File: src/source/chkpt_defines.svh
`ifndef CHKPT_DEFINES_SVH
`define CHKPT_DEFINES_SVH

// Number of branch checkpoints in the pool
// A pool of 32 works as well
`define CHK_NCHECK 16

// Instruction slots in one decoded group
`define CHK_GROUP 4

// One extra bit above the index range so that all ones can mean no checkpoint
`define CHK_NDX_W ($clog2(`CHK_NCHECK) + 1)

`endif

File: src/source/chkpt_pkg.sv
`default_nettype none

`include "chkpt_defines.svh"

package chkpt_pkg;

	// ==============================
	// Checkpoint types
	// ==============================

	// Index of one checkpoint, wide enough to also hold the none code
	typedef logic [`CHK_NDX_W-1:0] chkpt_ndx_t;

	// One bit per checkpoint
	// A set bit marks a checkpoint that is free, or that is about to be freed
	typedef logic [`CHK_NCHECK-1:0] chkpt_map_t;

	// All ones never names a real checkpoint since its top bit is set
	localparam chkpt_ndx_t CHK_NONE = '1;

endpackage

`default_nettype wire

File: src/source/chkpt_allocator.sv
`timescale 1ns/1ps
`default_nettype none

`include "chkpt_defines.svh"

// Branch checkpoint allocator for one decoded instruction group
// Every marked branch slot gets its own checkpoint in the same cycle,
// lowest free index first and in slot order
module chkpt_allocator (
	input logic clk5x,
	input logic rst,
	input logic group_valid,
	input logic [`CHK_GROUP-1:0] group_branches,
	output logic group_ready,
	output chkpt_pkg::chkpt_ndx_t chkpt_0,
	output chkpt_pkg::chkpt_ndx_t chkpt_1,
	output chkpt_pkg::chkpt_ndx_t chkpt_2,
	output chkpt_pkg::chkpt_ndx_t chkpt_3,
	input chkpt_pkg::chkpt_map_t release_mask
);

	import chkpt_pkg::*;

	// Everything free except the reserved checkpoint 0
	localparam chkpt_map_t MAP_RESET = ~chkpt_map_t'(1);

	// Bitmap of checkpoints that can be handed out
	chkpt_map_t free_map;

	// Map seen by each encoder stage, plus the map left after the last one
	chkpt_map_t stage_map [0:`CHK_GROUP];

	// Bit taken out of the map by each stage, zero for an unmarked slot
	chkpt_map_t take_mask [0:`CHK_GROUP-1];

	// Raw encoder result for each stage
	chkpt_ndx_t found [0:`CHK_GROUP-1];

	// Index shown on each slot output
	chkpt_ndx_t slot_ndx [0:`CHK_GROUP-1];

	// A marked slot whose encoder came up empty
	logic [`CHK_GROUP-1:0] slot_short;

	logic transfer;

	// ==============================
	// Encoder chain
	// ==============================

	assign stage_map[0] = free_map;

	// Each stage looks at what the earlier slots left behind.
	// Only a marked slot removes its bit, so an unmarked slot passes the map
	// on untouched and the next branch still sees the same lowest index
	for (genvar g = 0; g < `CHK_GROUP; g++) begin : g_slot
		find_first_one u_ffo (
			.i(stage_map[g]),
			.o(found[g])
		);

		// Shifting by CHK_NONE would walk off the map, so guard on it
		assign take_mask[g] = (group_branches[g] && found[g] != CHK_NONE)
			? (chkpt_map_t'(1) << found[g]) : '0;

		assign stage_map[g+1] = stage_map[g] & ~take_mask[g];

		// Once one stage runs dry every later stage does as well
		assign slot_short[g] = group_branches[g] && found[g] == CHK_NONE;

		// Slots without a branch report no checkpoint
		assign slot_ndx[g] = group_branches[g] ? found[g] : CHK_NONE;
	end

	assign chkpt_0 = slot_ndx[0];
	assign chkpt_1 = slot_ndx[1];
	assign chkpt_2 = slot_ndx[2];
	assign chkpt_3 = slot_ndx[3];

	// ==============================
	// Handshake
	// ==============================

	// The group is only taken when every branch in it can be covered.
	// A group with no branches never runs short, so it is always ready
	assign group_ready = ~|slot_short;

	assign transfer = group_valid && group_ready;

	// ==============================
	// Free bitmap
	// ==============================

	// On a transfer the reduced map from the end of the chain is kept.
	// Released checkpoints are merged on every edge, so a release and an
	// allocation landing on the same edge both take effect.
	// While the group is held back only releases change the map
	always_ff @(posedge clk5x) begin
		if (rst) begin
			free_map <= MAP_RESET;
		end else if (transfer) begin
			free_map <= stage_map[`CHK_GROUP] | release_mask;
		end else begin
			free_map <= free_map | release_mask;
		end
	end

endmodule

`default_nettype wire

File: src/source/chkpt_release.sv
`timescale 1ns/1ps
`default_nettype none

`include "chkpt_defines.svh"

// Gathers every checkpoint coming back in one cycle into a single mask
// Sources are the two resolved-branch ports and the misprediction flush mask
module chkpt_release (
	input logic clk5x,
	input logic rst,
	input logic free_valid_a,
	input chkpt_pkg::chkpt_ndx_t free_ndx_a,
	input logic free_valid_b,
	input chkpt_pkg::chkpt_ndx_t free_ndx_b,
	input chkpt_pkg::chkpt_map_t flush_mask,
	output chkpt_pkg::chkpt_map_t release_mask
);

	import chkpt_pkg::*;

	// ==============================
	// Index decode
	// ==============================

	// Turns one freed index into a one-hot map
	// An invalid port, or an index outside the pool, gives an empty map
	function automatic chkpt_map_t decode_free(input logic valid, input chkpt_ndx_t ndx);
		chkpt_map_t hot;
		hot = '0;
		for (int n = 0; n < `CHK_NCHECK; n++) begin
			if (valid && ndx == chkpt_ndx_t'(n)) begin
				hot[n] = 1'b1;
			end
		end
		return hot;
	endfunction

	chkpt_map_t free_bits;

	// Both ports naming the same index simply set the same bit twice
	always_comb begin
		free_bits = flush_mask | decode_free(free_valid_a, free_ndx_a)
			| decode_free(free_valid_b, free_ndx_b);
		// Checkpoint 0 is reserved and must never come back into the pool
		free_bits[0] = 1'b0;
	end

	// ==============================
	// Release register
	// ==============================

	// One cycle of delay before the allocator sees the freed bits
	always_ff @(posedge clk5x) begin
		if (rst) begin
			release_mask <= '0;
		end else begin
			release_mask <= free_bits;
		end
	end

endmodule

`default_nettype wire

File: src/source/chkpt_unit.sv
`timescale 1ns/1ps
`default_nettype none

`include "chkpt_defines.svh"

// Checkpoint unit of the rename stage
// Freed checkpoints pass through the release register before the allocator
// merges them, so a freed index is usable two edges after it arrives
module chkpt_unit (
	input logic clk5x,
	input logic rst,
	input logic group_valid,
	input logic [`CHK_GROUP-1:0] group_branches,
	output logic group_ready,
	output chkpt_pkg::chkpt_ndx_t chkpt_0,
	output chkpt_pkg::chkpt_ndx_t chkpt_1,
	output chkpt_pkg::chkpt_ndx_t chkpt_2,
	output chkpt_pkg::chkpt_ndx_t chkpt_3,
	input logic free_valid_a,
	input chkpt_pkg::chkpt_ndx_t free_ndx_a,
	input logic free_valid_b,
	input chkpt_pkg::chkpt_ndx_t free_ndx_b,
	input chkpt_pkg::chkpt_map_t flush_mask
);

	import chkpt_pkg::*;

	// Registered set of checkpoints returning to the pool
	chkpt_map_t release_mask;

	chkpt_release chkpt_release_i (
		.clk5x(clk5x),
		.rst(rst),
		.free_valid_a(free_valid_a),
		.free_ndx_a(free_ndx_a),
		.free_valid_b(free_valid_b),
		.free_ndx_b(free_ndx_b),
		.flush_mask(flush_mask),
		.release_mask(release_mask)
	);

	chkpt_allocator chkpt_allocator_i (
		.clk5x(clk5x),
		.rst(rst),
		.group_valid(group_valid),
		.group_branches(group_branches),
		.group_ready(group_ready),
		.chkpt_0(chkpt_0),
		.chkpt_1(chkpt_1),
		.chkpt_2(chkpt_2),
		.chkpt_3(chkpt_3),
		.release_mask(release_mask)
	);

endmodule

`default_nettype wire

File: src/source/find_first_one.sv
`timescale 1ns/1ps
`default_nettype none

`include "chkpt_defines.svh"

// Priority encoder over a checkpoint bitmap
// The lowest set bit wins, which keeps low indexes in use and the high ones idle
module find_first_one (
	input chkpt_pkg::chkpt_map_t i,
	output chkpt_pkg::chkpt_ndx_t o
);

	import chkpt_pkg::*;

	// Walk upward from bit 0 and latch the first hit
	// The output still holding CHK_NONE doubles as the "nothing found yet" flag,
	// which is safe because no real index has the top bit set
	always_comb begin
		o = CHK_NONE;
		for (int n = 0; n < `CHK_NCHECK; n++) begin
			if (i[n] && o == CHK_NONE) begin
				o = chkpt_ndx_t'(n);
			end
		end
	end

endmodule

`default_nettype wire
File: config.mk
export PLATFORM = sky130hd
export DESIGN_NAME = chkpt_unit
export DESIGN_NICKNAME = d
export VERILOG_FILES = /design/src/source/chkpt_pkg.sv /design/src/source/chkpt_allocator.sv /design/src/source/chkpt_release.sv /design/src/source/chkpt_unit.sv /design/src/source/find_first_one.sv
export VERILOG_INCLUDE_DIRS = /design/src /design/src/source
export SDC_FILE = /design/constraint.sdc
export NUM_CORES = 1
export LEC_CHECK = 0
export BUFFER_PORTS_ARGS = -buffer_cell sky130_fd_sc_hd__buf_2
export CAP_MARGIN = 0
export CORE_MARGIN = 2
export CORE_UTILIZATION = 60
export DETAILED_ROUTE_END_ITERATION = 10
export PLACE_DENSITY = 0.87
export REMOVE_ABC_BUFFERS = 1
export SYNTH_ARGS = -nofsm -noshare
export SYNTH_HDL_FRONTEND = slang
export SYNTH_SLANG_ARGS = --single-unit
File: constraint.sdc
create_clock -name clk5x -period 6.7 [get_ports clk5x]
set_clock_uncertainty 0.1 [all_clocks]
set_input_delay 0.335 -clock clk5x [delete_from_list [all_inputs] [get_ports clk5x]]
set_output_delay 0.335 -clock clk5x [all_outputs]
set_load 0.03 [all_outputs]
==> results.ini, run 1 <==
[outcome]
status=stopped before the end
lastStage=global routing
firstError=[ERROR GRT-0232] Routing congestion too high. Check the congestion heatmap in the GUI.

[yosys]
ys_types=90
synth_ff_type=dfxtp_1
async_reset_ff_share_pct=0
syn_avg_cell_area_um2=7.55
synth_enable_flop_cells=0
ys_seq_area_share_pct=15.1
postSynthCellCount=545
synth_seq_cells=31
synth_area_um2=4110
yosys_warnings=0

[place]
port_buffers=54
dp_hpwl_mm=12.0
gp_congestion=1.00
dp_slack_ns=-0.00138

[clock_network]
holdBufCountCts=0
clock_path_buffers=2
cts_inserted_buffers=5
cts_root_buffer=clkbuf_8
cts_num_sinks=31
h-tree-depth=2

[floorplanning]
rows=30
dieHeight_um=86.8
io_pins=56
dieWidth_um=86.8
start_util_pct=61.2

[grt]
gr-total-overflow=4
grt_max_degree=35
grt_usage_pct=71.5

[sta]
endpoint_type=register data pin
crit_endpoint=chkpt_allocator_i.free_map[4]$_SDFF_PP1_/D

stage by stage:
step / std cells / hold slack (ns) / instance area, um^2
after CTS: 786 / 0.164 / 5500
after detailed placement: 771 / 0.307 / 5230
after global placement: 771 / 0.294 / 5230
after floorplan: 526 / 0.288 / 4030
routing by layer:
metal  GRT overflow  global-route usage [%]
met5              0                    14.7
met1              0                    73.7
met3              0                    49.0
met4              2                    73.2
met2              2                    90.0
kinds of logic after synthesis:
kind of cell    share of synthesized area (%)
compound gates                           47.4
buf+inv                                  3.28
flops                                    15.1
mux                                     0.730
simple gates                             33.5
Yosys cell counts (all sizes together), types with 11 or more instances:
cell / count / share of area (%)
nor2b: 14 / 2.1
o211ai: 11 / 2.3
a2111o: 13 / 3.6
dfxtp: 31 / 15
and2: 13 / 2.0
and3: 15 / 2.3
o21ai: 28 / 4.0
a211oi: 14 / 3.2
nor2: 56 / 5.2
nor3: 23 / 3.2
a21oi: 23 / 2.8
o31a: 11 / 2.3
inv: 13 / 1.2
a31oi: 17 / 2.7
nand2b: 13 / 2.0
o31ai: 13 / 3.4
nand2: 60 / 5.5
nand3: 15 / 1.8
what timing repair did:
| action | in CTS |
|---|---|
| pin swaps | 8 |
| buffers inserted | 8 |
| hold endpoints to repair | 0 |
| setup endpoints to repair | 6 |
| gates resized for setup | 21 |
==> run 2: changes to the inputs <==
--- a/config.mk
+++ b/config.mk
@@ -9,9 +9,9 @@
 export BUFFER_PORTS_ARGS = -buffer_cell sky130_fd_sc_hd__buf_2
 export CAP_MARGIN = 0
 export CORE_MARGIN = 2
-export CORE_UTILIZATION = 60
+export CORE_UTILIZATION = 40
 export DETAILED_ROUTE_END_ITERATION = 10
-export PLACE_DENSITY = 0.87
+export PLACE_DENSITY_LB_ADDON = 0.15
 export REMOVE_ABC_BUFFERS = 1
 export SYNTH_ARGS = -nofsm -noshare
 export SYNTH_HDL_FRONTEND = slang
==> results.ini, run 2 <==
[outcome]
status=finished, violations left  ; was stopped before the end
violations=negative setup slack

[place]
port_buffers=54  ; unchanged
gp_congestion=0.993  ; was 1.00
dp_slack_ns=-0.00500  ; was -0.00138 ns
dp_hpwl_mm=12.3  ; was 12.0 mm

[final_layout]
final_common_cell=buf_4
nFillCells=912
diodes=0
area_growth_syn_to_layout_pct=46.0
multi_input_area_um2=3830
largest_reg_flops=16
nets=747
reg_top3=chkpt_allocator_i.free_map: 16 flops, chkpt_release_i.release_mask: 15 flops
layout_common_cells=buf_4, nand2_1, buf_2
final_util_pct=59.2
drive_above_1_share_pct=41.3
register_area_um2=629
top_register=chkpt_allocator_i.free_map

[grt]
antenna_found_initial=0
grt_max_degree=35
grt_pass1_vias=4946
grt_pass1_wl_mm=24.6
grt_usage_pct=26.8
gr-total-overflow=0

[drt]
drc=0
wl_per_cell_um=19.0
avgViaCountPerCell=6.37
final_antenna_net_count=0
wl_mm=16.1
via_count=5400
drt_iter0_drc=409
first_pass_iters=7

[yosys]
ys_types=90  ; unchanged
synth_area_um2=4110  ; unchanged
async_reset_ff_share_pct=0  ; unchanged
ys_seq_area_share_pct=15.1  ; unchanged
yosysTopAreaCellShare_pct=15.1  ; unchanged
syn_avg_cell_area_um2=7.55  ; unchanged
yosysMostFrequentCell=nand2_1  ; unchanged
synth_seq_cells=31  ; unchanged
yosys_warnings=0  ; unchanged
yosysTopAreaCell=dfxtp_1  ; unchanged
synth_enable_flop_cells=0  ; unchanged
synth.area.top_cells=dfxtp_1, nand2_1, nor2_1  ; unchanged
postSynthCellCount=545  ; unchanged
yosys-top-cells-count=nand2_1, nor2_1, dfxtp_1, a21oi_1, nor3_1  ; unchanged
synth_ff_type=dfxtp_1  ; unchanged

[power_and_ir_drop]
swShare_pct=41.8
total_power_mw=0.830
leakage_nw=2.30
p_seq_share_pct=25.0
p_switching_mw=0.347
power_frac_comb_pct=58.0
power_density_nw_per_um2=138
max-vdd-ir-drop_v=0.000112
pwr-share-clk_pct=17.0
p_int_mw=0.483

[setup_path]
path_class=flop to primary output
cp_max_fo=5
crit_required_ns=6.26
reg2reg_from=chkpt_allocator_i.free_map[7]
worstPathArrival_ns=6.27
setup.worst_path.end_class=primary output
worstSetupStartpointType=flop
cp-startpoint=chkpt_allocator_i.free_map[7]

[sta]
hold_viol_final=0
worstMarginPinSlew_ns=1.21
maxSlewViolCount=0
finalCritPeriodShare_pct=100
slew_headroom_pct=19.4
setup_ws_ns=-0.00379
setup_violations=1
rsz0062_at_grt=true
period_needed_ns=6.70
timing.fmax_mhz=149

[clock_network]
holdBufCountCts=0  ; unchanged
cts_root_buffer=clkbuf_8  ; unchanged
cts_num_sinks=31  ; unchanged
path_clk_slew_ns=0.06
cts_tree=done
cts_inserted_buffers=5  ; unchanged
h-tree-depth=2  ; unchanged
clkLatencyLatePin_ns=0.27
clock_path_buffers=2  ; unchanged

[floorplanning]
start_util_pct=40.6  ; was 61.2%
io_pins=56  ; unchanged
dieWidth_um=105  ; was 86.8 um
rows=37  ; was 30
core_area_um2=10100
dieArea_um2=11100
dieHeight_um=105  ; was 86.8 um

[min_path]
hold_path.class=primary input to flop
min_from=flush_mask[1]

[flow_run]
drv_cap=0

-- run 2: cell counts after synthesis --
Identical to the previous run, type by type.
-- run 2: cell type report --
cell class	instances	share of cell area, %
clock buffers	6	1.37
clock inverters	1	0.0833
inverters	13	0.812
multi-input cells	482	63.8
flip-flops and latches	31	10.5
well taps	136	2.83
repair buffers	179	20.6
-- run 2: worst paths after layout --
path	endpoint	slack, ns	cells past startpoint
min	chkpt_release_i.release_mask[1]	0.18	3
max reg2reg	chkpt_allocator_i.free_map[4]	0.03	23
min reg2reg	chkpt_allocator_i.free_map[14]	0.32	1
max	group_ready	-0.004	22
-- run 2: worst max-delay path: stages (launching register included) --
cell	delay (ns)
dfxtp_4	0.36
or4_4	0.56
o221a_4	0.25
o31a_1	0.28
a211oi_4	0.36
o21ai_4	0.14
o311ai_4	0.40
o211ai_1	0.21
o31a_1	0.44
nor2_4	0.17
buf_4	0.14
a311o_1	0.24
a31oi_2	0.07
a211o_1	0.37
buf_4	0.16
a211oi_4	0.29
nor2_1	0.10
and3_1	0.21
nor3_1	0.47
nor4_1	0.11
a32o_2	0.28
o21a_1	0.19
clkbuf_4	0.17
-- run 2: power groups by stage --
stage	Sequential (mW)	Clock, mW	Combinational [mW]
2_1_floorplan	0.210	0	0.220
5_1_grt	0.209	0.153	0.512
3_3_place_gp	0.209	0	0.398
4_1_cts	0.206	0.146	0.407
6_report	0.207	0.141	0.482
3_5_place_dp	0.210	0	0.401
-- run 2: logic make-up after synthesis --
| group | count (synthesis) | share of synthesized area, % |
|---|---|---|
| buf+inv | 32 | 3.28 |
| mux | 3 | 0.730 |
| flops | 31 | 15.1 |
| simple gates | 254 | 33.5 |
| compound gates | 225 | 47.4 |
-- run 2: layer usage --
metal | vias up | routed length [um] | GRT usage [%]
met3 | 43 | 1210 | 3.03
met5 | - | 0 | 0
li1 | 2528 | - | -
met1 | 2552 | 6820 | 36.2
met2 | 277 | 7740 | 45.6
met4 | 0 | 385 | 5.71
-- run 2: metrics by stage --
stage / area (um^2) / std cells / hold slack (ns) / setup TNS, ns
floorplan: 4030 / 526 / 0.288 / -1.76
CTS: 5370 / 822 / 0.175 / 0
global route: 6010 / 848 / 0.192 / -2.78
global placement: 5210 / 813 / 0.299 / -0.00396
detailed placement: 5210 / 813 / 0.304 / -0.00500
finish: 6010 / 848 / 0.183 / -0.00379
-- run 2: repair_timing --
item                                    4_1_cts  5_1_grt
cloned                                        0        0
setup buffers                                 2       26
pin swaps                                     4       41
resized for setup                             9       93
endpoints found under the setup margin        8       19
Power figures use the tool's default switching activity.
